**src/design/cache_pkg.sv**
```systemverilog
// Cache geometry and shared types
package cache_pkg;

    // processor and memory addresses are byte addresses of this width
    localparam int addr_width      = 16;
    localparam int data_width      = 16;   // one word moves per memory transfer

    // address split is tag | index | word offset | byte bit
    localparam int tag_width       = 5;    // address bits 15 to 11
    localparam int index_width     = 7;    // address bits 10 to 4
    localparam int offset_width    = 3;    // address bits 3 to 1, bit 0 is the byte bit

    localparam int num_sets        = 128;  // direct mapped, one block per set
    localparam int words_per_block = 8;    // 16 byte block of 16 bit words

    // backing memory characteristics
    localparam int mem_latency     = 4;    // cycles from a taken read to read_valid
    localparam int mem_words       = 32768; // 64 KB seen as 16 bit words

    // fill controller states
    typedef enum logic [1:0] {
        fill_idle  = 2'd0,  // serving hits and write-through traffic
        fill_issue = 2'd1,  // sending the eight block reads back to back
        fill_drain = 2'd2   // all reads sent, waiting on the last responses
    } fill_state_t;

    // processor access type
    typedef enum logic {
        op_read  = 1'b0,
        op_write = 1'b1
    } cpu_op_t;

endpackage

```
**src/design/cache_tag_array.sv**
```systemverilog
// Tag and valid storage
`timescale 1ns/1ps

module cache_tag_array (
    input  logic                             clk,
    input  logic                             rst_n,
    input  logic [cache_pkg::addr_width-1:0] addr,
    input  logic                             tag_write,
    output logic                             hit
);
    import cache_pkg::*;

    logic [tag_width-1:0]   tags [num_sets];  // stored tag per set
    logic [num_sets-1:0]    valid;            // one valid bit per set
    logic [tag_width-1:0]   addr_tag;
    logic [index_width-1:0] addr_index;

    assign addr_tag   = addr[addr_width-1 -: tag_width];     // bits 15 to 11
    assign addr_index = addr[1 + offset_width +: index_width];  // bits 10 to 4

    // valid bits are the only state that reset has to clear
    always_ff @(posedge clk) begin
        if (!rst_n) begin
            valid <= '0;
        end else if (tag_write) begin
            valid[addr_index] <= 1'b1;  // fill finished, block is now usable
        end
    end

    // a fill simply overwrites whatever block the set held before
    always_ff @(posedge clk) begin
        if (tag_write) begin
            tags[addr_index] <= addr_tag;
        end
    end

    // hit is combinational so stall can react in the same cycle
    assign hit = valid[addr_index] && (tags[addr_index] == addr_tag);

endmodule

```
**config.mk**
```make
export PLATFORM = sky130hd
export DESIGN_NAME = cache_tag_array
export DESIGN_NICKNAME = d
export VERILOG_FILES = /design/src/design/cache_pkg.sv /design/src/design/cache_tag_array.sv
export SDC_FILE = /design/constraint.sdc
export NUM_CORES = 1
export LEC_CHECK = 0
export BUFFER_PORTS_ARGS = -buffer_cell sky130_fd_sc_hd__buf_2
export CAP_MARGIN = 20
export CELL_PAD_IN_SITES_DETAIL_PLACEMENT = 0
export CELL_PAD_IN_SITES_GLOBAL_PLACEMENT = 1
export CORE_MARGIN = 1
export CORE_UTILIZATION = 23
export DETAILED_ROUTE_END_ITERATION = 16
export GPL_ROUTABILITY_DRIVEN = 0
export GPL_TIMING_DRIVEN = 0
export PLACE_DENSITY = 0.47
export SYNTH_ARGS = -nofsm -noshare
export SYNTH_HDL_FRONTEND = slang
export SYNTH_SLANG_ARGS = --single-unit
```
**constraint.sdc**
```tcl
create_clock -name clk -period 5.3 [get_ports clk]
set_input_delay 1.06 -clock clk [delete_from_list [all_inputs] [get_ports clk]]
set_output_delay 1.06 -clock clk [all_outputs]
set_load 0.01 [all_outputs]
```
==> qor.log <==
qor: setup_path.worst-path-buf-inv 5
qor: floorplan.core.rowCount 132
qor: pwr.max-vdd-ir-drop 0.000210 V
qor: clocking.numClockSinks 768
qor: floorplan.dieArea 133000 sq um
qor: sta.grt_setup_unrepaired no
qor: clocking.worstSkewPairLatency 670 ps
qor: final_layout.mostFrequentLayoutCells sky130_fd_sc_hd__edfxtp_1, sky130_fd_sc_hd__mux2i_1, sky130_fd_sc_hd__nor2_1, sky130_fd_sc_hd__o21a_1, sky130_fd_sc_hd__dfxtp_1
qor: route.wl_met2 53300 microns
qor: sta.clock-skew-final 0 ps
qor: route.drt-wirelength-per-cell 30.9 microns
qor: synthesis.synth-seq-area-share 0.721
qor: floorplan.io_pins 20
qor: route.final_antenna_net_count 0
qor: placed_design.dp_hpwl 79500 microns
qor: floorplan.floorplan.initialDensity 0.233
qor: setup_path.critical_path_class primary input to primary output
qor: pwr.net_switching_share_of_the_total_power 0.230
qor: sta.max_slew.worst_pin.slew 1180 ps
qor: run_status.status finished with violations
qor: sta.post_route_setup_slack -19.6 ps
qor: route.top_layer met5
qor: sta.period_share 1.00
qor: floorplan.die-width 365 microns
qor: placed_design.place_worst_setup_slack -1390 ps
qor: pwr.power.static_leakage 11.9 nW
qor: route.via_per_instance_ratio 4.83
qor: pwr.power.share.clock 0.454
qor: final_layout.layout.cells.most_common sky130_fd_sc_hd__edfxtp_1
qor: synthesis.synth_ff_type sky130_fd_sc_hd__edfxtp_1
qor: synthesis.ys_ff_latch 768
qor: global_route.grt_antenna_before_repair 3
qor: clocking.cts-root-to-sink-buffers 3
qor: route.remaining_drc_errors 0
qor: sta.layout_min_cycle_time 5320 ps
qor: synthesis.postSynthCellCount 1776
qor: setup_path.worst_r2r_path_depth 1
qor: sta.drv_slew 0
qor: route.dr_wl_met3 8220 microns
qor: setup_path.worst-endpoint-required 4240 ps
qor: synthesis.syn_area_per_cell 17.0 sq um
qor: sta.peak_clock_frequency_supported_by_timing 0.188 GHz
qor: global_route.global_route.usage.total 0.173
qor: clocking.cts.hold.buffers_added 0
qor: final_layout.stdcell_count 3751
qor: synthesis.synthesized_netlist_net_count 1795
qor: setup_path.worstPathArrival 4260 ps
qor: setup_path.path_max_fanout 10
qor: job.maxCapViolCount 0
qor: pwr.power.internal 0.0106 W
qor: final_layout.layout.nets 1951
qor: worst_hold_path.min_path_cells 1
qor: synthesis.yosys_warnings 0
qor: pwr.post-layout-total-power 0.0138 W
qor: setup_path.endpoint_kind primary output
qor: sta.final_hold_viol_count 0
qor: clocking.number_of_clock_buffers_inserted_by_tritoncts 88
qor: route.routedLengthMet1 49700 microns
qor: route.dr.first_iter.drc_count 2132
qor: clocking.clock_tree_from_tritoncts built
qor: setup_path.critical_path.max_stage_delay 610 ps
qor: sta.final-setup-viol-count 1
qor: setup_path.startpoint_type primary input
qor: route.drt-total-wl 116000 microns
qor: floorplan.die_h 365 microns
qor: run_status.violations_in_the_final_reports setup timing
qor: clocking.h_tree_level_count 3
qor: global_route.grt_pass1_vias 18029
qor: setup_path.worst_path_dominant_cell_family compound AO/OA/AOI/OAI gates
qor: synthesis.async_flop_share 0
qor: sta.worst_slew_margin_rel 0.216
qor: pwr.share_comb_of_total_power 0.069
qor: pwr.p_seq_frac 0.477
qor: global_route.grt_pass1_wl 156000 microns
qor: placed_design.post-place-cells 3560
qor: clocking.cts_root_buf sky130_fd_sc_hd__clkbuf_16
qor: setup_path.critical_path_cell_count 12
qor: setup_path.crit_path_cell_trace buf_16 -> buf_12 -> buf_16 -> buf_12 -> nor2_1 -> a22oi_1 -> o21ai_0 -> o21ai_1 -> o31ai_1 -> a32oi_1 -> nor4_4 -> buf_2
qor: placed_design.numPortBuffers 11
qor: worst_hold_path.hold_path.class register to register
qor: global_route.grt_overflow 0
qor: setup_path.cpMaxStageDelayCell sky130_fd_sc_hd__nor2_1
qor: clocking.clk_transition_reported_paths 50 ps
qor: final_layout.areaGrowthSynthToFinish 21.7%
qor: synthesis.synthDistinctLibCells 57
qor: pwr.pwr_density_cell 374 nW/um^2
qor: final_layout.proportion_of_layout_cells_with_a_drive_suffix_above_1 0.223
qor: final_layout.post-route-util 0.283
qor: sta.whs 462 ps
qor: route.vias 18115
qor: synthesis.syn-cell-area 30200 sq um
qor: route.detail_route.first_pass.iterations 6
qor: pwr.power.switching 0.00317 W
qor: floorplan.fp.coreArea 130000 sq um
qor: global_route.grt_start_max_net_pins 84
qor: synthesis.synth_edf_count 640
==> per-layer routing <==
metal | global-route usage | vias to the layer above
met3 | 0.0379 | 223
met1 | 0.228 | 9687
met2 | 0.273 | 773
met4 | 0.0737 | 4
met5 | 0 | -
li1 | - | 7428
==> sequential cells by signal, summed over array words and instances (netlist names) <==
register	cells
valid	128
tags	640
==> Yosys cell counts (all sizes together), types with 5 or more instances <==
cell type	number	area, sq um
o211ai	5	37.5
o22a	9	78.8
nor3	10	50.1
nor2	150	563
a311oi	6	52.6
o21ai	28	140
nand2	57	214
clkbuf	50	188
a221o	7	70.1
dfxtp	128	2560
o2bb2ai	9	78.8
a22oi	40	300
edfxtp	640	19200
nand2b	7	43.8
nor4	5	31.3
a21oi	24	120
a31oi	12	75.1
mux2i	156	1560
buf	66	509
a221oi	40	357
nand3	16	80.1
o21a	129	968
nor2b	9	56.3
mux2	19	214
mux4	100	2250
nand4	11	68.8
==> cell families (layout without fill, tap and decap cells) <==
| group | after synthesis | after routing | synth area share |
|---|---|---|---|
| flip-flops | 768 | 768 | 0.721 |
| AO/OA/AOI/OAI | 334 | 334 | 0.0822 |
| AND/OR/NAND/NOR | 276 | 276 | 0.0393 |
| multiplexers | 275 | 275 | 0.133 |
| buffers and inverters | 119 | 350 | 0.0234 |
| XOR/XNOR | 4 | 4 | 0.00116 |
| other | 0 | 2 | 0 |
==> cell type report <==
type,count,area [sq um]
Fill cell,13023,93200
Sequential cell,768,21800
Multi-Input combinational cell,889,7920
Clock buffer,122,2460
Tap cell,1742,2180
Buffer,113,1140
Timing Repair Buffer,69,810
Clock inverter,43,475
Inverter,3,13.8
Antenna cell,2,5.00
==> timing repair <==
action                                 4_1_cts  5_1_grt
setup endpoints to repair                    1        1
endpoints found under the hold margin        0        0
gates cloned                                 0        1
gates resized for setup                    111       93
pin swaps                                    4        8
setup buffers                                0       26
==> worst paths after layout <==
kind,slack [ps],endpoint,start
worst max-delay path,-20,hit,addr[4]
worst min-delay path,460,valid[22],valid[22]
worst max register to register,4680,valid[49],valid[49]
worst min register to register,460,valid[22],valid[22]
==> per-stage QoR <==
step                setup TNS (ps)  cell area (sq um)
floorplan                        0              30200
global route                     0              36800
global placement            -23620              32500
finish                       -19.6              36800
detailed placement           -1390              33000
CTS                              0              36300
==> power groups by stage <==
| stage | Combinational, W | Clock, W | Sequential, W |
|---|---|---|---|
| after CTS | 0.000892 | 0.00636 | 0.00656 |
| after global routing | 0.000963 | 0.00656 | 0.00656 |
| final | 0.000944 | 0.00625 | 0.00656 |
| after global placement | 0.000817 | 0 | 0.00670 |
| after floorplan | 0.000374 | 0 | 0.00669 |
| after detailed placement | 0.000855 | 0 | 0.00669 |
No activity file was read; power rests on OpenSTA's default activity.
