File: config.mk
export PLATFORM = sky130hd
export DESIGN_NAME = cache_fill_fsm_flat
export DESIGN_NICKNAME = d
export VERILOG_FILES = /design/src/design/cache_pkg.sv /design/src/design/mem_bus_if.sv /design/src/design/cache_fill_fsm.sv /design/src/flat_wrapper.sv
export SDC_FILE = /design/constraint.sdc
export NUM_CORES = 1
export LEC_CHECK = 0
export BUFFER_PORTS_ARGS = -buffer_cell sky130_fd_sc_hd__buf_2
export CAP_MARGIN = 30
export CORE_MARGIN = 2
export CORE_UTILIZATION = 30
export DETAILED_ROUTE_END_ITERATION = 6
export PLACE_DENSITY = 0.68
export SETUP_SLACK_MARGIN = 0.15
export SYNTH_ARGS = -nofsm -noshare
export SYNTH_HDL_FRONTEND = slang
export SYNTH_SLANG_ARGS = --single-unit
File: constraint.sdc
create_clock -name clk -period 1.6 [get_ports clk]
set_input_delay 0 -clock clk [delete_from_list [all_inputs] [get_ports clk]]
set_output_delay 0 -clock clk [all_outputs]
set_load 0.005 [all_outputs]
File: src/design/cache_pkg.sv
// Cache geometry and shared types
package cache_pkg;

    // processor and memory addresses are byte addresses of this width
    localparam int addr_width      = 16;
    localparam int data_width      = 16;   // one word moves per memory transfer

    // address split is tag | index | word offset | byte bit
    localparam int tag_width       = 5;    // address bits 15 to 11
    localparam int index_width     = 7;    // address bits 10 to 4
    localparam int offset_width    = 3;    // address bits 3 to 1, bit 0 is the byte bit

    localparam int num_sets        = 128;  // direct mapped, one block per set
    localparam int words_per_block = 8;    // 16 byte block of 16 bit words

    // backing memory characteristics
    localparam int mem_latency     = 4;    // cycles from a taken read to read_valid
    localparam int mem_words       = 32768; // 64 KB seen as 16 bit words

    // fill controller states
    typedef enum logic [1:0] {
        fill_idle  = 2'd0,  // serving hits and write-through traffic
        fill_issue = 2'd1,  // sending the eight block reads back to back
        fill_drain = 2'd2   // all reads sent, waiting on the last responses
    } fill_state_t;

    // processor access type
    typedef enum logic {
        op_read  = 1'b0,
        op_write = 1'b1
    } cpu_op_t;

endpackage

File: src/design/mem_bus_if.sv
// Memory request and response bus
`timescale 1ns/1ps

interface mem_bus_if (
    input logic clk
);
    import cache_pkg::*;

    logic                  read_req;    // read request, always taken at the edge
    logic                  write_req;   // write request, memory updates at the edge
    logic [addr_width-1:0] address;     // byte address shared by reads and writes
    logic [data_width-1:0] write_data;  // word that goes along with write_req
    logic [data_width-1:0] read_data;   // returned word, good only with read_valid
    logic                  read_valid;  // one pulse per read, mem_latency cycles later

    // the cache controller side issues requests and takes responses
    modport controller (
        input  clk,
        output read_req, write_req, address, write_data,
        input  read_data, read_valid
    );

    // the memory side answers requests
    modport memory (
        input  clk,
        input  read_req, write_req, address, write_data,
        output read_data, read_valid
    );

endinterface

File: src/design/cache_fill_fsm.sv
// Cache miss and block fill controller
`timescale 1ns/1ps

module cache_fill_fsm (
    input  logic                             clk,
    input  logic                             rst_n,
    input  logic                             cpu_req,
    input  cache_pkg::cpu_op_t               cpu_op,
    input  logic [cache_pkg::addr_width-1:0] cpu_addr,
    input  logic [cache_pkg::data_width-1:0] cpu_wdata,
    input  logic                             hit,
    mem_bus_if.controller                    mem,
    output logic                             stall,
    output logic                             fill_write,
    output logic [cache_pkg::offset_width-1:0] fill_offset,
    output logic                             tag_write,
    output logic                             cpu_write_hit
);
    import cache_pkg::*;

    localparam int blk_width = tag_width + index_width;  // tag and index of a block

    fill_state_t                 state;
    logic [blk_width-1:0]        block_addr;  // block of the access that missed
    logic [offset_width-1:0]     issue_cnt;   // word offset of the next read to send
    logic [offset_width-1:0]     resp_cnt;    // word offset of the next returning word
    logic                        miss;
    logic                        last_issue;
    logic                        last_resp;

    assign miss       = cpu_req && !hit;  // only meaningful while idle
    assign last_issue = (issue_cnt == offset_width'(words_per_block - 1));
    assign last_resp  = (resp_cnt == offset_width'(words_per_block - 1));

    always_ff @(posedge clk) begin
        if (!rst_n) begin
            state      <= fill_idle;
            block_addr <= '0;
            issue_cnt  <= '0;
            resp_cnt   <= '0;
        end else begin
            case (state)
                fill_idle: begin
                    if (miss) begin
                        state      <= fill_issue;  // fetch starts on the next cycle
                        block_addr <= cpu_addr[addr_width-1 -: blk_width];
                        issue_cnt  <= '0;
                        resp_cnt   <= '0;
                    end
                end
                fill_issue: begin
                    issue_cnt <= issue_cnt + 1'b1;  // memory takes one read per cycle
                    if (last_issue) begin
                        state <= fill_drain;
                    end
                end
                fill_drain: begin
                    if (mem.read_valid && last_resp) begin
                        state <= fill_idle;  // tag is written at this same edge
                    end
                end
                default: state <= fill_idle;
            endcase
            // responses overlap the issue phase, so they are counted in any fill state
            if (state != fill_idle && mem.read_valid) begin
                resp_cnt <= resp_cnt + 1'b1;
            end
        end
    end

    // held through the whole fill, then the retried access hits once idle again
    assign stall = (state != fill_idle) || miss;

    // each returning word lands at the offset given by the response count
    assign fill_write  = (state != fill_idle) && mem.read_valid;
    assign fill_offset = resp_cnt;
    assign tag_write   = (state == fill_drain) && mem.read_valid && last_resp;

    // a write is accepted only on a hit while idle, and goes straight to memory
    assign cpu_write_hit = (state == fill_idle) && cpu_req && hit && (cpu_op == op_write);

    // memory port is shared by the fill reads and the write-through traffic
    assign mem.read_req   = (state == fill_issue);
    assign mem.write_req  = cpu_write_hit;
    assign mem.address    = (state == fill_issue) ? {block_addr, issue_cnt, 1'b0} : cpu_addr;
    assign mem.write_data = cpu_wdata;

endmodule

File: src/flat_wrapper.sv
// flat-port wrapper written by rule: the top's interface ports become plain ports
module cache_fill_fsm_flat import cache_pkg::*;
  (clk, rst_n, cpu_req, cpu_op, cpu_addr, cpu_wdata, hit, stall, fill_write, fill_offset, tag_write, cpu_write_hit, mem_read_req, mem_write_req, mem_address, mem_write_data, mem_read_data, mem_read_valid);
  mem_bus_if mem_i (.clk(clk));
  input  logic clk;
  input  logic rst_n;
  input  logic cpu_req;
  input  cache_pkg::cpu_op_t cpu_op;
  input  logic [cache_pkg::addr_width-1:0] cpu_addr;
  input  logic [cache_pkg::data_width-1:0] cpu_wdata;
  input  logic hit;
  output logic stall;
  output logic fill_write;
  output logic [cache_pkg::offset_width-1:0] fill_offset;
  output logic tag_write;
  output logic cpu_write_hit;
  output wire logic [$bits(mem_i.read_req)-1:0] mem_read_req;
  output wire logic [$bits(mem_i.write_req)-1:0] mem_write_req;
  output wire logic [$bits(mem_i.address)-1:0] mem_address;
  output wire logic [$bits(mem_i.write_data)-1:0] mem_write_data;
  input wire logic [$bits(mem_i.read_data)-1:0] mem_read_data;
  input wire logic [$bits(mem_i.read_valid)-1:0] mem_read_valid;
  assign mem_read_req = mem_i.read_req;
  assign mem_write_req = mem_i.write_req;
  assign mem_address = mem_i.address;
  assign mem_write_data = mem_i.write_data;
  assign mem_i.read_data = mem_read_data;
  assign mem_i.read_valid = mem_read_valid;
  cache_fill_fsm u_core (.clk(clk), .rst_n(rst_n), .cpu_req(cpu_req), .cpu_op(cpu_op), .cpu_addr(cpu_addr), .cpu_wdata(cpu_wdata), .hit(hit), .mem(mem_i), .stall(stall), .fill_write(fill_write), .fill_offset(fill_offset), .tag_write(tag_write), .cpu_write_hit(cpu_write_hit));
endmodule
==> implementation parameters <==
Parameter                              Value

Logic synthesis
  Post-synth EDFFs ... 0
  Summed instance area of the synthesized netlist ... 0.00121 mm²
  Largest cells by area after synthesis ... sky130_fd_sc_hd__dfxtp_1, sky130_fd_sc_hd__nand2_1, sky130_fd_sc_hd__buf_4
  Net count after synthesis ... 223
  Number of flip-flops and latches in the synthesized netlist ... 20
  Number of warnings reported in the yosys synthesis log ... 0
  Synth top area share ... 33.0%
  Unique masters post-synth ... 27
  Most used flip-flop cell after synthesis ... sky130_fd_sc_hd__dfxtp_1
  Library cell with the largest summed area after synthesis ... sky130_fd_sc_hd__dfxtp_1
  Post-synthesis async set-or-reset flop share ... 0%
  Average cell area after synthesis ... 7.36 µm²
  Post-synthesis cell count ... 165
  Post-synthesis sequential area ratio ... 33.0%

Worst setup path
  Crit path capture type ... primary output
  Worst Reg-to-Reg Cells ... 4
  R2r endpoint ... u_core.block_addr[6]
  Maximum net fanout on the critical path ... 6
  Worst Setup EP ... mem_address[0]
  Critical path's slowest cell ... sky130_fd_sc_hd__dfxtp_1
  Logic depth of the worst setup path including buffers ... 4
  Launching instance or port of the critical path ... u_core.state[0]
  Worst setup path category ... flip-flop to primary output
  Data arrival time of the critical path ... 1340 ps
  Dominant delay contributor by cell family on the critical path ... flip-flops
  Crit-path max cell delay ... 480 ps
  Worst r2r src ... u_core.state[0]
  Reg-to-reg slack, setup ... 360 ps
  Worst path bufs/invs ... 2
  Critical Path RT ... 1600 ps
  Critical Path, Cell by Cell ... nand2b_2 -> buf_4 -> and2_1 -> buf_2
  Kind of launch point of the worst setup path ... flip-flop

Clock network
  Clock tree from TritonCTS ... yes
  Worst-skew pair later-pin latency ... 250 ps
  Clock Path Buffers ... 2
  Clock transition time at the flip-flop clock pins of the worst setup and hold paths ... 70 ps
  Root Buffer ... sky130_fd_sc_hd__clkbuf_8
  Number of H-tree levels ... 1
  Number of buffers created by CTS ... 3
  Count of clock tree sinks ... 20
  Buffers inserted during post-CTS setup optimization ... 0

Power and ir drop
  IR drop worst, VDD ... 0.651 mV
  Pleak ... 0.733 nW
  Clock power share ... 29.5%
  Reported net switching power ... 292 µW
  Fraction of power consumed by combinational cells ... 21.8%
  Design internal power ... 805 µW
  Total Power ... 1.10 mW
  Power density of the placed cells ... 712 mW/mm²
  Share of total power in sequential cells ... 48.7%
  Net switching fraction of the power ... 26.6%

Global routing
  Maximum number of pins on one net before global-route repair ... 38
  GRT overflow ... 0
  Number of global-route vias before repair ... 1008
  Wire length of the first global-routing pass ... 4210 µm
  Total global-route track usage ... 12.0%
  Antenna violations before repair ... 0

Drt
  Routed vias/inst ... 4.51
  Post-detailed-routing wire length ... 2660 µm
  Initial detailed-routing violation count ... 33
  Mean routed wirelength per cell ... 10.5 µm
  Post-DRT Antenna Nets ... 0
  Overall via count from detail_route ... 1146
  DRC violations left ... 0
  First-pass iteration count of the detailed router ... 4

Timing
  Post-route fraction of the period consumed by the critical path ... 83.8%
  Final worst slack ... 260 ps
  Unrepaired setup endpoints after global routing ... false
  Worst Hold Margin ... 0.00176 ps
  Maximum clock rate ... 746 MHz
  Final setup viols ... 0
  Headroom to the max-slew limit ... 55.4%
  Slew Viols, Final ... 0
  Final setup TNS ... 0 ps
  Clock tree skew after final layout ... 5.14 ps
  Count of final hold-check violations ... 0
  Time the final worst path needs with I/O delays and setup ... 1340 ps
  Transition time at the pin with the least slew margin ... 669 ps

Finish
  Post-route non-filler standard cell count ... 254
  Layout cells sized above 1 ... 32.8%
  # diodes ... 0
  Fill count ... 401
  Synth-to-layout area growth ... 26.9%
  Util after Layout ... 39.1%
  Most frequent standard cell in the layout excluding fill and tap cells ... sky130_fd_sc_hd__nand2_1
  Most used cells in the layout excluding fill and tap cells ... sky130_fd_sc_hd__nand2_1, sky130_fd_sc_hd__buf_2, sky130_fd_sc_hd__dfxtp_1, sky130_fd_sc_hd__nand3_1
  Final nets ... 264
  Finished layout cell area ... 0.00154 mm²
  Area used by multi-input combinational logic ... 633 µm²
  FF/Latch Area ... 402 µm²

Placement
  Port Buffer Count ... 46
  Post-placement cell area ... 0.00137 mm²
  Half-perimeter wire length after placement ... 1780 µm
  GP Congestion ... 0.662
  Worst setup slack before clock tree synthesis ... 357 ps
  Dpl cells ... 239

Floorplan
  Std-Cell Core Area ... 0.00394 mm²
  Chip height ... 67.6 µm
  Die width ... 67.6 µm
  Die area ... 0.00457 mm²
  Placement row count ... 23
  I/O pins ... 95
  Initial core utilization ... 30.8%

Status
  Status ... finished, final reports clean

Min path
  Hold Crit Class ... input pin to primary output
  Worst hold path startpoint ... cpu_wdata[11]

Flow run
  Count of max-cap constraint violations ... 0
[how the worst min path moves through the flow]
stage	end	depth (start not counted)	slack [ps]
after floorplan	mem_write_data[0]	1	80
after global placement	mem_write_data[0]	0	0.03
after detailed placement	mem_write_data[0]	0	0.03
after CTS	mem_write_data[0]	0	0.03
after global routing	mem_write_data[6]	0	0.008
final	mem_write_data[11]	0	0.002
[worst register-to-register path, stage by stage (launching register included)]
cell and delay [ps]:
sky130_fd_sc_hd__dfxtp_1 390, sky130_fd_sc_hd__nor4b_4 350, sky130_fd_sc_hd__buf_12 220, sky130_fd_sc_hd__nand3_1 100
sky130_fd_sc_hd__o21ai_0 110
[kinds of logic after synthesis]
family	share of synthesized area (%)
adders and majority gates	4.12
and+or+nand+nor	35.5
muxes	0.928
buffers and inverters	15.5
AOI/OAI and AO/OA	11.0
DFF	33.0
[cells in the mapped netlist (3+ instances only)]
master,n
sky130_fd_sc_hd__nand2b_1,3
sky130_fd_sc_hd__dfxtp_1,20
sky130_fd_sc_hd__buf_2,3
sky130_fd_sc_hd__clkbuf_1,3
sky130_fd_sc_hd__o21ai_2,4
sky130_fd_sc_hd__o21ai_0,12
sky130_fd_sc_hd__nand3_1,15
sky130_fd_sc_hd__buf_4,17
sky130_fd_sc_hd__nand2_1,61
sky130_fd_sc_hd__ha_1,4
sky130_fd_sc_hd__nand3_2,4
[layout make-up]
type / instances / area share [%]
timing repair buffer: 62 / 25.5
clock buffer: 3 / 2.68
sequential: 20 / 26.1
tap: 50 / 4.06
inverter: 1 / 0.569
multi-input combinational: 118 / 41.1
[what timing repair did]
| item | CTS | global route |
|---|---|---|
| endpoints found under the hold margin | 12 | 0 |
| gates cloned | 0 | 0 |
| hold buffers | 12 | 0 |
| endpoints found under the setup margin | 15 | 17 |
| resized for setup | 1 | 4 |
[per-layer routing]
metal	share of wire, %	vias to the layer above	global-route usage [%]
met2	46	37	22.1
met3	7.9	2	3.83
met5	0	-	0
li1	-	603	-
met4	0.30	0	2.04
met1	46	504	13.5
[flip-flops by register name, summed over array words and instances (netlist names)]
name	flops
u_core.issue_cnt	3
u_core.fill_offset	3
u_core.block_addr	12
u_core.state	2
[power by group through the flow]
stage	registers [mW]	logic [mW]	clock network, mW
after CTS	0.534	0.241	0.345
after global routing	0.538	0.271	0.357
after global placement	0.545	0.212	0
after detailed placement	0.545	0.217	0
after floorplan	0.542	0.157	0
final	0.534	0.239	0.324
(Power assumes the default switching activity.)
